### src/nx_pkg.sv
// Shared sizes and widths of the logic grid
// Message fields, command codes, opcodes and APB register map
`default_nettype none

package nx_pkg;

    // --------------------------------------------------
    // Array sizes and widths
    // --------------------------------------------------
    localparam int NX_NODES      = 4;
    localparam int NX_NODE_W     = 2;
    localparam int NX_MSG_W      = 32;
    localparam int NX_REGS       = 8;
    localparam int NX_REG_IDX_W  = 3;
    localparam int NX_MAX_INSTRS = 16;
    // Holds 0 to 16 inclusive
    localparam int NX_COUNT_W    = 5;
    localparam int NX_INSTR_W    = 11;
    // Result word is run count above outputs
    localparam int NX_RUNS_W     = 8;
    localparam int NX_RESULT_W   = NX_RUNS_W + NX_REGS;

    // --------------------------------------------------
    // Message and instruction fields
    // --------------------------------------------------
    localparam int NX_CMD_HI  = 31;
    localparam int NX_CMD_LO  = 30;
    localparam int NX_NODE_HI = 29;
    localparam int NX_NODE_LO = 28;

    // Opcode, source a, source b, destination
    localparam int NX_OP_HI    = 10;
    localparam int NX_OP_LO    = 9;
    localparam int NX_SRC_A_LO = 6;
    localparam int NX_SRC_B_LO = 3;
    localparam int NX_DST_LO   = 0;

    // Command codes
    localparam logic [1:0] NX_CMD_LOAD    = 2'd0;
    localparam logic [1:0] NX_CMD_INPUTS  = 2'd1;
    localparam logic [1:0] NX_CMD_TRIGGER = 2'd2;
    localparam logic [1:0] NX_CMD_CLEAR   = 2'd3;

    // Opcodes
    localparam logic [1:0] NX_OP_AND  = 2'd0;
    localparam logic [1:0] NX_OP_OR   = 2'd1;
    localparam logic [1:0] NX_OP_XOR  = 2'd2;
    localparam logic [1:0] NX_OP_NAND = 2'd3;

    // --------------------------------------------------
    // APB register map
    // --------------------------------------------------
    localparam int NX_APB_AW = 8;
    localparam logic [NX_APB_AW-1:0] NX_REG_MSG         = 8'h00;
    localparam logic [NX_APB_AW-1:0] NX_REG_STATUS      = 8'h04;
    localparam logic [NX_APB_AW-1:0] NX_REG_RESULT_BASE = 8'h10;

endpackage : nx_pkg

`default_nettype wire

### src/nx_apb_host.sv
// APB slave of the logic grid
// Message register writes become stream beats, reads return status and results
`timescale 1ns/1ps
`default_nettype none

module nx_apb_host
    import nx_pkg::*;
(
      input  logic                                  clk_i
    , input  logic                                  reset_i
    // APB slave
    , input  logic                                  psel_i
    , input  logic                                  penable_i
    , input  logic                                  pwrite_i
    , input  logic [NX_APB_AW-1:0]                  paddr_i
    , input  logic [NX_MSG_W-1:0]                   pwdata_i
    , output logic [NX_MSG_W-1:0]                   prdata_o
    , output logic                                  pready_o
    , output logic                                  pslverr_o
    // Message stream to dispatcher
    , output logic [NX_MSG_W-1:0]                   msg_data_o
    , output logic                                  msg_valid_o
    , input  logic                                  msg_ready_i
    // Node status and collected results
    , input  logic [NX_NODES-1:0]                   busy_i
    , input  logic [NX_NODES-1:0][NX_RESULT_W-1:0]  results_i
);

logic                 setup, access;
logic                 is_msg, is_status, is_result;
logic                 msg_wr, legal;
logic [NX_APB_AW-1:0] res_off;
logic [NX_NODE_W-1:0] res_idx;
logic [NX_MSG_W-1:0]  rdata_d, prdata_q;

// --------------------------------------------------
// Address decode
// --------------------------------------------------

assign setup  = psel_i && !penable_i;
assign access = psel_i && penable_i;

assign is_msg    = (paddr_i == NX_REG_MSG);
assign is_status = (paddr_i == NX_REG_STATUS);

// Result words sit at base + 4*i, word aligned only
assign res_off   = paddr_i - NX_REG_RESULT_BASE;
assign res_idx   = res_off[NX_NODE_W+1:2];
assign is_result = (paddr_i >= NX_REG_RESULT_BASE)
                && (res_off < NX_APB_AW'(4 * NX_NODES))
                && (res_off[1:0] == 2'b00);

// Message register is write-only, the rest read-only
assign msg_wr = pwrite_i && is_msg;
assign legal  = pwrite_i ? is_msg : (is_status || is_result);

// --------------------------------------------------
// Write path
// --------------------------------------------------

// Beat offered for the whole access phase
assign msg_valid_o = access && msg_wr;
assign msg_data_o  = pwdata_i;

// Writes stall until the dispatcher has room
assign pready_o  = access && (!msg_wr || msg_ready_i);
assign pslverr_o = access && !legal;

// --------------------------------------------------
// Read path
// --------------------------------------------------

always_comb begin
    rdata_d = '0;
    if (is_status) begin
        rdata_d[NX_NODES-1:0] = busy_i;
    end else if (is_result) begin
        rdata_d[NX_RESULT_W-1:0] = results_i[res_idx];
    end
end

// Sampled at end of setup, valid throughout access
always_ff @(posedge clk_i) begin
    if (reset_i) begin
        prdata_q <= '0;
    end else if (setup && !pwrite_i) begin
        prdata_q <= rdata_d;
    end
end

assign prdata_o = prdata_q;

endmodule : nx_apb_host

`default_nettype wire

### src/nx_msg_dispatch.sv
// Single-entry message holder
// Steers the held message to the node named in its node field
`timescale 1ns/1ps
`default_nettype none

module nx_msg_dispatch
    import nx_pkg::*;
(
      input  logic                               clk_i
    , input  logic                               reset_i
    // Inbound message stream from host
    , input  logic [NX_MSG_W-1:0]                msg_data_i
    , input  logic                               msg_valid_i
    , output logic                               msg_ready_o
    // One outbound stream per node
    , output logic [NX_NODES-1:0][NX_MSG_W-1:0]  node_data_o
    , output logic [NX_NODES-1:0]                node_valid_o
    , input  logic [NX_NODES-1:0]                node_ready_i
);

logic                 full_q;
logic [NX_MSG_W-1:0]  data_q;
logic [NX_NODE_W-1:0] target;
logic                 take, drain;

// --------------------------------------------------
// Routing
// --------------------------------------------------

assign target = data_q[NX_NODE_HI:NX_NODE_LO];

// Only the addressed lane sees valid
always_comb begin
    node_valid_o         = '0;
    node_valid_o[target] = full_q;
end

// Payload is shared across all lanes
always_comb begin
    for (int i = 0; i < NX_NODES; i++) begin
        node_data_o[i] = data_q;
    end
end

// --------------------------------------------------
// Slot control
// --------------------------------------------------

// Slot frees on the target's handshake
assign drain = |(node_valid_o & node_ready_i);

// Refill allowed on the same edge as a drain
assign msg_ready_o = !full_q || drain;
assign take        = msg_valid_i && msg_ready_o;

always_ff @(posedge clk_i) begin
    if (reset_i) begin
        full_q <= 1'b0;
    end else if (take) begin
        full_q <= 1'b1;
    end else if (drain) begin
        full_q <= 1'b0;
    end
end

always_ff @(posedge clk_i) begin
    if (take) begin
        data_q <= msg_data_i;
    end
end

endmodule : nx_msg_dispatch

`default_nettype wire

### src/nx_node.sv
// Logic evaluation node
// Instruction store, input latch, working registers and run sequencer
`timescale 1ns/1ps
`default_nettype none

module nx_node
    import nx_pkg::*;
(
      input  logic                clk_i
    , input  logic                reset_i
    // Inbound message stream
    , input  logic [NX_MSG_W-1:0] msg_data_i
    , input  logic                msg_valid_i
    , output logic                msg_ready_o
    // Run status and results
    , output logic                busy_o
    , output logic                done_o
    , output logic [NX_REGS-1:0]  outputs_o
);

logic [NX_INSTR_W-1:0]   store_q [NX_MAX_INSTRS];
logic [NX_COUNT_W-1:0]   count_q;
logic [NX_REGS-1:0]      inputs_q;
logic [NX_REGS-1:0]      regs_q;
logic [NX_REGS-1:0]      outputs_q;
logic [NX_COUNT_W-1:0]   pc_q;
logic                    busy_q, done_q;

logic                    accept, store_full, trigger, run_end;
logic [1:0]              cmd;
logic [NX_INSTR_W-1:0]   instr;
logic [1:0]              op;
logic [NX_REG_IDX_W-1:0] src_a, src_b, dst;
logic                    opnd_a, opnd_b, result;

// --------------------------------------------------
// Message intake
// --------------------------------------------------

// No messages taken mid-run
assign msg_ready_o = !busy_q;
assign accept      = msg_valid_i && msg_ready_o;
assign cmd         = msg_data_i[NX_CMD_HI:NX_CMD_LO];
assign trigger     = accept && (cmd == NX_CMD_TRIGGER);
assign store_full  = (count_q == NX_COUNT_W'(NX_MAX_INSTRS));

// Append at fill count, full store drops the load
always_ff @(posedge clk_i) begin
    if (accept && (cmd == NX_CMD_LOAD) && !store_full) begin
        store_q[count_q[$clog2(NX_MAX_INSTRS)-1:0]] <= msg_data_i[NX_INSTR_W-1:0];
    end
end

always_ff @(posedge clk_i) begin
    if (reset_i) begin
        count_q  <= '0;
        inputs_q <= '0;
    end else if (accept) begin
        case (cmd)
            NX_CMD_LOAD: begin
                if (!store_full) begin
                    count_q <= count_q + 1'b1;
                end
            end
            NX_CMD_INPUTS: inputs_q <= msg_data_i[NX_REGS-1:0];
            NX_CMD_CLEAR:  count_q  <= '0;
            default: ;
        endcase
    end
end

// --------------------------------------------------
// Instruction decode and evaluate
// --------------------------------------------------

assign instr = store_q[pc_q[$clog2(NX_MAX_INSTRS)-1:0]];
assign op    = instr[NX_OP_HI:NX_OP_LO];
assign src_a = instr[NX_SRC_A_LO +: NX_REG_IDX_W];
assign src_b = instr[NX_SRC_B_LO +: NX_REG_IDX_W];
assign dst   = instr[NX_DST_LO  +: NX_REG_IDX_W];

assign opnd_a = regs_q[src_a];
assign opnd_b = regs_q[src_b];

always_comb begin
    case (op)
        NX_OP_AND:  result = opnd_a & opnd_b;
        NX_OP_OR:   result = opnd_a | opnd_b;
        NX_OP_XOR:  result = opnd_a ^ opnd_b;
        default:    result = !(opnd_a & opnd_b);
    endcase
end

// --------------------------------------------------
// Sequencer
// --------------------------------------------------

// Run ends once every stored instruction has executed
assign run_end = (pc_q == count_q);

always_ff @(posedge clk_i) begin
    if (reset_i) begin
        busy_q    <= 1'b0;
        done_q    <= 1'b0;
        pc_q      <= '0;
        outputs_q <= '0;
    end else begin
        done_q <= 1'b0;
        if (trigger) begin
            busy_q <= 1'b1;
            pc_q   <= '0;
        end else if (busy_q) begin
            if (run_end) begin
                // Publish and drop busy together
                busy_q    <= 1'b0;
                done_q    <= 1'b1;
                outputs_q <= regs_q;
            end else begin
                pc_q <= pc_q + 1'b1;
            end
        end
    end
end

// Working registers seeded from the input latch
always_ff @(posedge clk_i) begin
    if (trigger) begin
        regs_q <= inputs_q;
    end else if (busy_q && !run_end) begin
        regs_q[dst] <= result;
    end
end

assign busy_o    = busy_q;
assign done_o    = done_q;
assign outputs_o = outputs_q;

endmodule : nx_node

`default_nettype wire

### src/nx_result_collect.sv
// Result collector
// Latches node outputs on completion, counts completed runs per node
`timescale 1ns/1ps
`default_nettype none

module nx_result_collect
    import nx_pkg::*;
(
      input  logic                                  clk_i
    , input  logic                                  reset_i
    // Node completions
    , input  logic [NX_NODES-1:0][NX_REGS-1:0]      outputs_i
    , input  logic [NX_NODES-1:0]                   done_i
    // Packed words for the host
    , output logic [NX_NODES-1:0][NX_RESULT_W-1:0]  results_o
);

logic [NX_NODES-1:0][NX_REGS-1:0]   out_q;
logic [NX_NODES-1:0][NX_RUNS_W-1:0] runs_q;

// --------------------------------------------------
// Capture
// --------------------------------------------------

// Run counter wraps at 8 bits
always_ff @(posedge clk_i) begin
    if (reset_i) begin
        out_q  <= '0;
        runs_q <= '0;
    end else begin
        for (int i = 0; i < NX_NODES; i++) begin
            if (done_i[i]) begin
                out_q[i]  <= outputs_i[i];
                runs_q[i] <= runs_q[i] + 1'b1;
            end
        end
    end
end

// --------------------------------------------------
// Packing
// --------------------------------------------------

// Count in the upper byte, outputs below
always_comb begin
    for (int i = 0; i < NX_NODES; i++) begin
        results_o[i] = {runs_q[i], out_q[i]};
    end
end

endmodule : nx_result_collect

`default_nettype wire

### src/nx_grid_top.sv
// Top level of the logic grid
// APB host, dispatcher, row of nodes and result collector
`timescale 1ns/1ps
`default_nettype none

module nx_grid_top
    import nx_pkg::*;
(
      input  logic                 clk_i
    , input  logic                 reset_i
    // APB slave
    , input  logic                 psel_i
    , input  logic                 penable_i
    , input  logic                 pwrite_i
    , input  logic [NX_APB_AW-1:0] paddr_i
    , input  logic [NX_MSG_W-1:0]  pwdata_i
    , output logic [NX_MSG_W-1:0]  prdata_o
    , output logic                 pready_o
    , output logic                 pslverr_o
);

// Host to dispatcher
logic [NX_MSG_W-1:0] msg_data;
logic                msg_valid, msg_ready;

// Dispatcher to nodes, nodes to collector
logic [NX_NODES-1:0][NX_MSG_W-1:0]    node_data;
logic [NX_NODES-1:0]                  node_valid, node_ready;
logic [NX_NODES-1:0]                  node_busy, node_done;
logic [NX_NODES-1:0][NX_REGS-1:0]     node_outputs;
logic [NX_NODES-1:0][NX_RESULT_W-1:0] results;

// --------------------------------------------------
// Host and dispatch
// --------------------------------------------------

nx_apb_host u_host (
      .clk_i      (clk_i    )
    , .reset_i    (reset_i  )
    , .psel_i     (psel_i   )
    , .penable_i  (penable_i)
    , .pwrite_i   (pwrite_i )
    , .paddr_i    (paddr_i  )
    , .pwdata_i   (pwdata_i )
    , .prdata_o   (prdata_o )
    , .pready_o   (pready_o )
    , .pslverr_o  (pslverr_o)
    , .msg_data_o (msg_data )
    , .msg_valid_o(msg_valid)
    , .msg_ready_i(msg_ready)
    , .busy_i     (node_busy)
    , .results_i  (results  )
);

nx_msg_dispatch u_dispatch (
      .clk_i       (clk_i     )
    , .reset_i     (reset_i   )
    , .msg_data_i  (msg_data  )
    , .msg_valid_i (msg_valid )
    , .msg_ready_o (msg_ready )
    , .node_data_o (node_data )
    , .node_valid_o(node_valid)
    , .node_ready_i(node_ready)
);

// --------------------------------------------------
// Node row
// --------------------------------------------------

for (genvar i = 0; i < NX_NODES; i++) begin : g_node
    nx_node u_node (
          .clk_i      (clk_i          )
        , .reset_i    (reset_i        )
        , .msg_data_i (node_data[i]   )
        , .msg_valid_i(node_valid[i]  )
        , .msg_ready_o(node_ready[i]  )
        , .busy_o     (node_busy[i]   )
        , .done_o     (node_done[i]   )
        , .outputs_o  (node_outputs[i])
    );
end

nx_result_collect u_collect (
      .clk_i    (clk_i       )
    , .reset_i  (reset_i     )
    , .outputs_i(node_outputs)
    , .done_i   (node_done   )
    , .results_o(results     )
);

endmodule : nx_grid_top

`default_nettype wire

### config.mk
export PLATFORM = sky130hd
export DESIGN_NAME = nx_grid_top
export DESIGN_NICKNAME = d
export VERILOG_FILES = /design/src/nx_pkg.sv /design/src/nx_apb_host.sv /design/src/nx_msg_dispatch.sv /design/src/nx_node.sv /design/src/nx_result_collect.sv /design/src/nx_grid_top.sv
export SDC_FILE = /design/constraint.sdc
export NUM_CORES = 1
export LEC_CHECK = 0
export BUFFER_PORTS_ARGS = -buffer_cell sky130_fd_sc_hd__buf_2
export CAP_MARGIN = 40
export CORE_ASPECT_RATIO = 1.75
export CORE_MARGIN = 5
export CORE_UTILIZATION = 55
export CTS_BUF_LIST = sky130_fd_sc_hd__clkbuf_16
export DETAILED_ROUTE_END_ITERATION = 16
export HOLD_SLACK_MARGIN = 0.12
export PLACE_DENSITY = 0.74
export SLEW_MARGIN = 20
export SYNTH_ARGS = -nofsm -noshare
export SYNTH_HDL_FRONTEND = slang
export SYNTH_HIERARCHICAL = 1
export SYNTH_SLANG_ARGS = --single-unit
### constraint.sdc
create_clock -name clk_i -period 3.5 [get_ports clk_i]
set_input_delay 0 -clock clk_i [delete_from_list [all_inputs] [get_ports clk_i]]
set_output_delay 0 -clock clk_i [all_outputs]
set_load 0.05 [all_outputs]
### Word level (Yosys, flattened, before mapping)

Memories as Yosys holds them, arrays and structs flattened. A register that Yosys moved wholly into a read port is not among the register bits.
Cells that the tools add are included.

| storage, ports and cells | value |
|---|---|
| memories kept | 4 |
| word-level logic and storage cells | 314 |
| register bits after elaboration | 257 |
| bits in writable memories | 704 |
| output and inout bits | 34 |
| input port bits | 45 |

Memory list:

| name | words | width | rd ports | clocked after Yosys merged registers in | wr ports | RTL line | RTL |
|---|---|---|---|---|---|---|---|
| g_node[0].u_node.store_q | 16 | 11 | 1 | 1 | 1 | nx_node.sv:21 | `logic [NX_INSTR_W-1:0] store_q [NX_MAX_INSTRS];` |
| g_node[1].u_node.store_q | 16 | 11 | 1 | 1 | 1 | nx_node.sv:21 |  |
| g_node[2].u_node.store_q | 16 | 11 | 1 | 1 | 1 | nx_node.sv:21 |  |
| g_node[3].u_node.store_q | 16 | 11 | 1 | 1 | 1 | nx_node.sv:21 |  |

| cells by class | value |
|---|---|
| multiplexer cells | 90 |
| equal/unequal tests | 24 |
| add/subtract/negate cells | 13 |
| bitwise gates (word level) | 26 |
| reduce and logical (&&, ||, !) cells | 97 |
| magnitude comparators | 21 |

Operators with widths:

| cell | count |
|---|---|
| 8-bit two-way mux | 8 |
| 3-bit by 4-bit < comparator with 1-bit output, second input constant | 12 |
| 5-bit by 1-bit adder with 5-bit output, second input constant | 8 |
| 1-bit two-way mux | 40 |
| 5-bit one-hot mux with 2 select lines | 4 |
| 4-bit two-way mux | 9 |
| 1-bit logical AND | 35 |
| 8-bit by 1-bit adder with 8-bit output, second input constant | 4 |
| 16-bit binary-select mux with 2-bit select | 1 |
| 8-bit bitwise mux | 4 |
| 16-bit two-way mux | 2 |
| 1-bit binary-select mux with 3-bit select | 8 |
| 3-bit AND reduction | 8 |
| 1-bit zero test | 21 |
| 5-bit == test | 4 |
| 5-bit == test, second input constant | 4 |
| 5-bit two-way mux | 4 |
| 2-bit AND reduction | 8 |
| 1-bit demux with 3-bit select | 4 |
| 2-bit == test, second input constant | 6 |
| 3-bit by 1-bit >= comparator with 1-bit output, second input constant | 4 |
| 2-bit zero test | 6 |
| 12-bit two-way mux | 1 |
| 1-bit inverter | 12 |
| other kinds (20) | 54 |

### Logic depth before layout (Yosys ltp)

Gate-level depths: netlist of the first run.

| depth | value |
|---|---|
| depth after elaboration | 10 |
| depth in mapped cells | 13 |
| mapped depth without buffers | 10 |

### Modules after synthesis

The synthesis of the first run kept the hierarchy.

Modules (own cells, without submodules):

| module | instances | seq. area each (µm²) | area an instance (µm²) | cells each |
|---|---|---|---|---|
| nx_node at g_node[0].u_node | 1 | 6165.9 | 8952.3 | 518 |
| nx_node at g_node[1].u_node | 1 | 6165.9 | 8951.1 | 519 |
| nx_node at g_node[2].u_node | 1 | 6165.9 | 8946.1 | 518 |
| nx_node at g_node[3].u_node | 1 | 6165.9 | 8913.5 | 508 |
| nx_result_collect | 1 | 1281.2 | 2438.6 | 247 |
| nx_msg_dispatch | 1 | 980.9 | 1819.2 | 144 |
| nx_apb_host | 1 | 320.3 | 1426.4 | 146 |

### Least setup slack after synthesis of the first run

OpenSTA, ideal clock, no wires.

| path | value |
|---|---|
| kind | in2reg |
| start | input port paddr_i[3] |
| end | register u_dispatch.data_q[0] (enable) |
| setup time | 0.474 ns |
| arrival time | 3.324 ns |
| slack | -0.298 ns |
| buffers on the path | 2 |
| required time | 3.026 ns |
| stages on the path | 7 |
| cells stage by stage | buf_2 -> buf_2 -> nor4_1 -> nand2_1 -> nor2_1 -> inv_1 -> a221oi_1 |

| between the ends | value |
|---|---|
| cells in the longest elaborated chain, start to end | 4 |

Ends and longest elaborated chain:

| item | RTL line | RTL |
|---|---|---|
| start, declared | nx_grid_top.sv:15 | `, input logic [NX_APB_AW-1:0] paddr_i` |
| 8-bit zero test | nx_apb_host.sv:43 | `assign is_msg = (paddr_i == NX_REG_MSG);` |
| 1-bit logical AND | nx_apb_host.sv:54 | `assign msg_wr = pwrite_i && is_msg;` |
| 1-bit logical AND | nx_apb_host.sv:62 | `assign msg_valid_o = access && msg_wr;` |
| via msg_valid | nx_grid_top.sv:24 | `logic msg_valid, msg_ready;` |
| 1-bit logical AND | nx_msg_dispatch.sv:54 | `assign take = msg_valid_i && msg_ready_o;` |
| via u_dispatch.take | nx_msg_dispatch.sv:24 | `logic take, drain;` |
| end signal, assigned | nx_msg_dispatch.sv:68 | `data_q <= msg_data_i;` |
| end, declared | nx_msg_dispatch.sv:22 | `logic [NX_MSG_W-1:0] data_q;` |

The timed path passes the listed nets, and every way through them passes these cells.
A chain may end at the register's enable or synchronous reset.

==> flow_summary.json, run 1 <==
{
  "status": "complete, but fails checks",
  "violations": "negative setup slack",
  "worst_clock_skew_ps": 31.5,
  "min_to": "u_host/prdata_o[11]",
  "cts_tree": "built",
  "grt_pass1_vias": 23800,
  "finalInstanceArea_um2": 45900,
  "period_share": 1.04,
  "synth_area_um2": 40400,
  "initial_core_util": 0.554,
  "ff2ff_setup_slack_ps": -140,
  "ys.warnings.count": 6,
  "vias": 22700,
  "area_growth_pct": 13.6,
  "ios": 79,
  "dpl_cell_area_um2": 42100,
  "crit_family": "multiplexers",
  "p_leak_uw": 0.0155,
  "grt_use_total": 0.236,
  "wl_per_cell_um": 25.3,
  "clockBufferDepth": 3,
  "worstSetupPathType": "reg2reg",
  "critPathLaunchType": "register",
  "gp_congestion": 0.894,
  "postSynthAreaPerCell_um2": 16.1,
  "ant_nets": 0,
  "antennaDiodeCount": 0,
  "cts_buffers": 82,
  "vias_per_cell": 6.13,
  "power_density_nw_per_um2": 472,
  "core_um2": 72900,
  "end_kind": "register",
  "drive_above_1_share": 0.244,
  "cp_slowest_cell": "mux4_2",
  "multi_input_area_um2": 12700,
  "hold_path_class": "in2reg",
  "drt_wl_total_um": 93600,
  "grt_first_pass_wirelength_um": 142000,
  "clk_latency_ps": 680,
  "die_h_um": 368,
  "nFillCells": 5019,
  "clkTransAtPathRegs_ps": 70,
  "io_buffer_count": 45,
  "worstPathArrival_ps": 4180,
  "place_ws_ps": -357,
  "clock_sinks": 960,
  "worstPathMaxFanout": 8,
  "cp_num_buf_inv": 1,
  "cp.required_ps": 4040,
  "mostFrequentLayoutCells": "edfxtp_1, nor2_1, dfxtp_1",
  "antenna_found_initial": 0,
  "slew_violations": 0,
  "setup_violations": 22,
  "dr.first_iter.drc_count": 1879,
  "grt_start_max_net_pins": 99,
  "max_stage_delay_ps": 490,
  "cp_common_cell": "mux4_2",
  "htreeDepth": 3,
  "dieArea_um2": 79200,
  "tns_ps": -1380,
  "syn_inst": 2509,
  "reg2reg_to": "g_node[3].u_node/regs_q[2]",
  "final_common_cell": "edfxtp_1",
  "dp_hpwl_um": 62300,
  "hold_violations": 0,
  "drcViolationCount": 0,
  "worst_slew_pin_slew_ps": 966,
  "firstDrtPassIters": 6,
  "die_w_um": 215,
  "period_needed_ps": 3640,
  "nets": 2780,
  "max_slew_margin": 0.356,
  "regArea_um2": 26800,
  "reg2reg_depth": 11,
  "min_path_cells": 5,
  "maxCapViolCount": 0,
  "max_freq_ghz": 0.275,
  "path_cells": "buf_6 > mux4_2 > mux2i_4 > a211oi_4 > mux2_1 > mux4_2 > ha_4 > nor2_1 > mux2_4 > o32ai_4 > a32o_1",
  "power.total_uw": 21600,
  "rsz0062_at_grt": "true",
  "root_buffer": "clkbuf_16",
  "setup_slack_ps": -142,
  "min_from": "paddr_i[6]",
  "overflow": 0,
  "ir_worst_vdd_mv": 0.427,
  "rows": 131
}
-- stage by stage --
| step | utilization | hold WS [ps] | instances |
|---|---|---|---|
| after global placement | 0.576 | 177 | 3480 |
| after global routing | 0.629 | 259 | 3703 |
| final | 0.629 | 259 | 3703 |
| after CTS | 0.625 | 189 | 3687 |
| after detailed placement | 0.577 | 178 | 3484 |
| after floorplan | - | 178 | 2524 |
-- what timing repair did --
item	CTS	global route
endpoints found under the setup margin	32	32
resized for setup	49	25
pin swaps	24	11
cloned	1	0
hold buffers	40	0
hold endpoints to repair	214	0
buffers inserted	20	12
-- worst register-to-register path, stage by stage (launching register included) --
cell      delay, ps
dfxtp_4         380
buf_6           140
mux4_2          360
mux2i_4          80
a211oi_4        460
mux2_1          360
mux4_2          490
ha_4            290
nor2_1           40
mux2_4          260
o32ai_4         370
a32o_1          250
-- per-layer routing --
layer,part of all wire,global-route usage,vias up
met5,0,0,-
met4,0.040,0.0945,0
met3,0.053,0.0361,210
met2,0.56,0.451,813
met1,0.35,0.260,11600
li1,-,-,10100
-- state kept, by name, summed over array words and instances (netlist names), 15 cells and up, named ones only --
register                 cells
g_node.u_node/count_q       20
g_node.u_node/inputs_q      32
g_node.u_node/outputs_o     32
g_node.u_node/pc_q          20
g_node.u_node/regs_q        32
g_node.u_node/store_q      704
u_collect/results_o         64
u_dispatch/data_q           15
u_host/prdata_o             16
-- worst max-delay path by stage --
stage              from                    endpoint  slack, ps  cells after the start
2_1_floorplan  register  g_node[0].u_node/regs_q[4]          2                     12
3_3_place_gp   register  g_node[3].u_node/regs_q[5]       -200                     11
3_5_place_dp   register  g_node[1].u_node/regs_q[1]       -360                     10
4_1_cts        register  g_node[3].u_node/regs_q[2]       -180                     11
5_1_grt        register  g_node[3].u_node/regs_q[2]       -220                     11
6_report       register  g_node[3].u_node/regs_q[2]       -140                     11
-- cell type report --
cell class / instances / share of cell area
clock buffer: 86 / 0.0469
clock inverter: 67 / 0.0142
inverter: 40 / 0.00333
multi-input combinational: 1346 / 0.276
sequential: 960 / 0.584
tap: 931 / 0.0254
timing repair buffer: 273 / 0.0505
-- where the power goes --
group	leakage [uW]	switching, uW	internal (uW)
Clock	0.00140	4220	5140
Sequential	0.00845	0.233	12100
Combinational	0.00566	117	55.9
Total	0.0155	4330	17300
Power figures use the tool's default switching activity.
==> run 2, diff against run 1 <==
Settings changed: CORE_MARGIN 5 to 3, CORE_UTILIZATION 55 to 25, PLACE_DENSITY 0.74 to unset.
==> run 2 against run 1 <==
Compared with the run above: the flow still finishes with violations (negative setup slack); non-clock buffer count grew 4; sequential share of layout area shrank 1.9 points; sequential power is essentially flat; global-route usage shrank 12 points; clock power grew 2%; largest cell class unchanged.
==> flow_summary.json, run 2 (same netlist as run 1, synthesis figures left out) <==
{
  "grt_use_total": 0.118,
  "initial_core_util": 0.252,
  "nets": 2782,
  "cts_buffers": 80,
  "dpl_cell_area_um2": 43800,
  "reg2reg_depth": 11,
  "mostFrequentLayoutCells": "edfxtp_1, nor2_1, dfxtp_1",
  "clockBufferDepth": 3,
  "max_freq_ghz": 0.281,
  "use_met1": 0.124,
  "ir_worst_vdd_mv": 0.326,
  "io_buffer_count": 45,
  "rsz0062_at_grt": "true",
  "ios": 79,
  "power_density_nw_per_um2": 460,
  "wl_per_cell_um": 20.4,
  "worst_slew_pin_slew_ps": 937,
  "min_path_cells": 8,
  "dr.first_iter.drc_count": 1332,
  "power.total_uw": 21800,
  "rows": 194,
  "grt_pass1_vias": 23000,
  "drive_above_1_share": 0.248,
  "grt_start_max_net_pins": 79,
  "violations": "negative setup slack",
  "grt_use_met2": 0.230,
  "slew_violations": 0,
  "clock_sinks": 960,
  "reg2reg_to": "g_node[3].u_node/regs_q[2]",
  "fin_util": 0.296,
  "overflow": 0,
  "maxCapViolCount": 0,
  "end_kind": "register",
  "worstSetupPathType": "reg2reg",
  "core_um2": 160000,
  "drcViolationCount": 0,
  "ant_nets": 0,
  "setup_slack_ps": -53.8,
  "period_share": 1.02,
  "dieArea_um2": 167000,
  "vias": 22000,
  "worstSetupEndpoint": "g_node[3].u_node/regs_q[2]",
  "period_needed_ps": 3550,
  "final_common_cell": "edfxtp_1",
  "htreeDepth": 3,
  "hold_violations": 0,
  "p_leak_uw": 0.0156,
  "worst_clock_skew_ps": 24.7,
  "cts_tree": "built",
  "largest_reg_flops": 704,
  "setup_violations": 14,
  "dp_hpwl_um": 68100,
  "ff2ff_setup_slack_ps": -50,
  "die_h_um": 538,
  "clk_latency_ps": 670,
  "clkTransAtPathRegs_ps": 70,
  "area_growth_pct": 17.4,
  "finalInstanceArea_um2": 47400,
  "die_w_um": 310,
  "critPathLaunchType": "register",
  "status": "complete, but fails checks",
  "firstDrtPassIters": 5,
  "nFillCells": 15600,
  "max_slew_margin": 0.372,
  "grt_first_pass_wirelength_um": 147000,
  "worstPathArrival_ps": 4080,
  "fin_cells": 4832,
  "hold_path_class": "in2reg",
  "antenna_found_initial": 5,
  "grt_busiest_layer": "met2",
  "worstPathMaxFanout": 8,
  "vias_per_cell": 4.54,
  "tns_ps": -503,
  "cp.required_ps": 4030,
  "drt_wl_total_um": 98700,
  "grt_util_met3": 0.0205,
  "root_buffer": "clkbuf_16",
  "place_inst": 4629,
  "gp_congestion": 0.822
}
run 2: final cells by class:
cell class	instances	area, um^2	area share
clock buffers	85	2130	0.0449
repair buffers	277	2460	0.0519
clock inverters	64	661	0.0139
diodes	2	5.00	0.000106
multi-input cells	1346	12700	0.267
well taps	2058	2570	0.0543
inverters	40	150	0.00317
flip-flops and latches	960	26800	0.564
run 2: worst min path at each step:
| stage | end | from | slack, ps |
|---|---|---|---|
| after global routing | u_host/prdata_o[3] | paddr_i[5] | 250 |
| after global placement | u_dispatch/data_q[2] | pwdata_i[2] | 180 |
| after CTS | u_host/prdata_o[3] | paddr_i[1] | 160 |
| final | u_dispatch/data_q[31] | pwrite_i | 230 |
| after floorplan | u_dispatch/data_q[0] | pwdata_i[0] | 180 |
| after detailed placement | u_dispatch/data_q[5] | pwdata_i[5] | 180 |
run 2: per-layer routing:
metal,wire length (um),part of all wire
met1,35200,0.36
met2,55200,0.56
met3,4490,0.046
met4,3680,0.037
met5,34,0.00034
run 2: repair_timing:
item	4_1_cts	5_1_grt
endpoints found under the hold margin	205	0
cloned	0	2
pin swaps	6	27
setup buffers	3	4
setup endpoints to repair	32	32
resized for setup	29	30
hold buffers	41	0
run 2: worst max-delay path, cell delays in order, from the launching register on:
cell and delay, ps:
dfxtp_4 390, buf_6 140, mux4_2 350, mux2i_4 70, a211oi_4 400, mux2_4 340, mux4_2 510, ha_4 290
nor2_2 30, mux2_4 260, o32ai_4 410, a32o_1 220
run 2: metrics by stage:
stage / hold WS, ps / setup slack (ps)
final: 228 / -53.8
after global routing: 247 / -173
after CTS: 158 / -35.6
after detailed placement: 178 / -132
after global placement: 179 / -107
after floorplan: 178 / 1.59
run 2: report_power, final:
group / total [uW] / internal, uW / switching [uW] / leakage, uW
combinational: 177 / 57.7 / 119 / 0.00570
sequential: 12100 / 12100 / 0.138 / 0.00844
clock: 9530 / 5340 / 4190 / 0.00141
total: 21800 / 17500 / 4310 / 0.0156
==> run 3, diff against run 2 <==
--- a/config.mk
+++ b/config.mk
@@ -9,5 +9,5 @@
 export CAP_MARGIN = 40
 export CORE_ASPECT_RATIO = 1.75
-export CORE_MARGIN = 3
+export CORE_MARGIN = 2
 export CORE_UTILIZATION = 25
 export CTS_BUF_LIST = sky130_fd_sc_hd__clkbuf_16
==> constraint.sdc (replaced) <==
create_clock -name clk_i -period 3.5 [get_ports clk_i]
set_input_delay 0.525 -clock clk_i [delete_from_list [all_inputs] [get_ports clk_i]]
set_output_delay 0.525 -clock clk_i [all_outputs]
set_load 0.05 [all_outputs]
==> run 3 against run 2 <==
Compared with the run above: the flow still finishes with violations (negative setup slack); first-iteration DRC count decreased by 0.68%; sequential power about the same; fmax decreased by 0.82%; critical path type unchanged; critical endpoint is now g_node[0].u_node/regs_q[7]; largest cell class unchanged.
==> flow_summary.json, run 3 (same netlist as run 1, synthesis figures left out) <==
{
  "largest_reg_flops": 704,
  "p_leak_uw": 0.0155,
  "root_buffer": "clkbuf_16",
  "max_slew_margin": 0.425,
  "ios": 79,
  "hold_violations": 0,
  "holdWs_ps": 306,
  "drcViolationCount": 0,
  "overflow": 0,
  "hold_path_class": "in2reg",
  "vias": 22000,
  "cts_buffers": 81,
  "htreeDepth": 3,
  "period_share": 1.02,
  "worst_slew_pin_slew_ps": 863,
  "rsz0062_at_grt": "true",
  "initial_core_util": 0.251,
  "core_um2": 161000,
  "clock_sinks": 960,
  "die_w_um": 308,
  "reg2reg_depth": 11,
  "period_needed_ps": 3580,
  "drive_above_1_share": 0.253,
  "area_growth_pct": 16.9,
  "nets": 2787,
  "tns_ps": -977,
  "grt_pass1_vias": 23000,
  "final_common_cell": "edfxtp_1",
  "maxCapViolCount": 0,
  "min_path_cells": 2,
  "dp_hpwl_um": 69200,
  "ir_worst_vdd_mv": 0.351,
  "vias_per_cell": 4.54,
  "dieArea_um2": 165000,
  "mostFrequentLayoutCells": "edfxtp_1, nor2_1, dfxtp_1",
  "antenna_found_initial": 7,
  "wl_per_cell_um": 20.4,
  "cp.required_ps": 3940,
  "firstDrtPassIters": 5,
  "grt_busiest_layer": "met2",
  "dr.first_iter.drc_count": 1323,
  "clk_latency_ps": 680,
  "clkTransAtPathRegs_ps": 70,
  "worst_clock_skew_ps": 28.2,
  "clockBufferDepth": 3,
  "grt_first_pass_wirelength_um": 146000,
  "ant_nets": 0,
  "setup_slack_ps": -83.2,
  "worstSetupPathType": "reg2reg",
  "violations": "negative setup slack",
  "setup_violations": 16,
  "drt_wl_total_um": 98900,
  "grt_start_max_net_pins": 70,
  "grt_use_met2": 0.233,
  "grt_util_met3": 0.0167,
  "worstPathMaxFanout": 8,
  "io_buffer_count": 45,
  "fin_cells": 4841,
  "rows": 195,
  "power.total_uw": 21700,
  "die_h_um": 536,
  "fin_util": 0.294,
  "grt_use_total": 0.118,
  "use_met1": 0.119,
  "status": "complete, but fails checks",
  "end_kind": "register",
  "place_inst": 4656,
  "gp_congestion": 0.798,
  "cts_tree": "built",
  "critPathLaunchType": "register",
  "slew_violations": 0,
  "power_density_nw_per_um2": 460,
  "worstPathArrival_ps": 4020,
  "max_freq_ghz": 0.279
}
[run 3: changes by cell type in the layout (fill, tap and decap cells not counted), sizes merged]
| cell | delta |
|---|---|
| inv | -2 |
| diode | -1 |
| dlygate4sd3 | -26 |
| clkinvlp | +4 |
| buf | +31 |
| clkinv | -4 |
| clkbuf | -3 |
[run 3: final timing paths]
kind / to / start / slack [ps]
hold / removal: g_node[0].u_node/outputs_o[4] / reset_i / 310
hold reg to reg: u_collect/results_o[63] / u_collect/results_o[63] / 490
setup / recovery: g_node[0].u_node/regs_q[7] / register / -80
setup reg to reg: g_node[0].u_node/regs_q[7] / register / -80
[run 3: final cells by class]
cell class	count	area [um^2]
fillers	15700	114000
clock inverters	62	669
flip-flops and latches	960	26800
inverters	40	150
clock buffers	83	2080
repair buffers	281	2350
well taps	2068	2590
diodes	1	2.50
multi-input cells	1346	12600
[run 3: repair_timing]
action,CTS,global route
endpoints found under the setup margin,32,32
hold endpoints to repair,15,0
hold buffers,15,0
setup buffers,13,9
pin swaps,28,8
resized for setup,35,10
gates cloned,1,0
[run 3: power by group]
group	total (uW)	switching [uW]	internal [uW]
combinational	161	119	42.5
sequential	12100	0.128	12100
clock	9460	4210	5250
total	21700	4330	17400
[run 3: worst max-delay path: stages, from the launching register on]
cell and delay [ps]:
dfxtp_4 400, buf_12 140, mux4_2 530, mux2i_4 220, a211oi_4 100, buf_6 140
buf_4 150, mux2i_1 110, mux4_2 510, ha_1 290, a311o_2 460, a32o_1 280
[run 3: metal layers]
| layer | vias up | share of wire |
|---|---|---|
| li1 | 10000 | - |
| met1 | 11300 | 0.36 |
| met2 | 441 | 0.56 |
| met3 | 190 | 0.034 |
| met4 | 6 | 0.050 |
| met5 | - | 0.00046 |
[run 3: stage by stage]
step	worst slack (ps)	instance area [um^2]
floorplan	1.59	40500
global placement	-178	43800
detailed placement	-218	43900
CTS	-173	47100
global route	-189	47200
finish	-83.2	47200
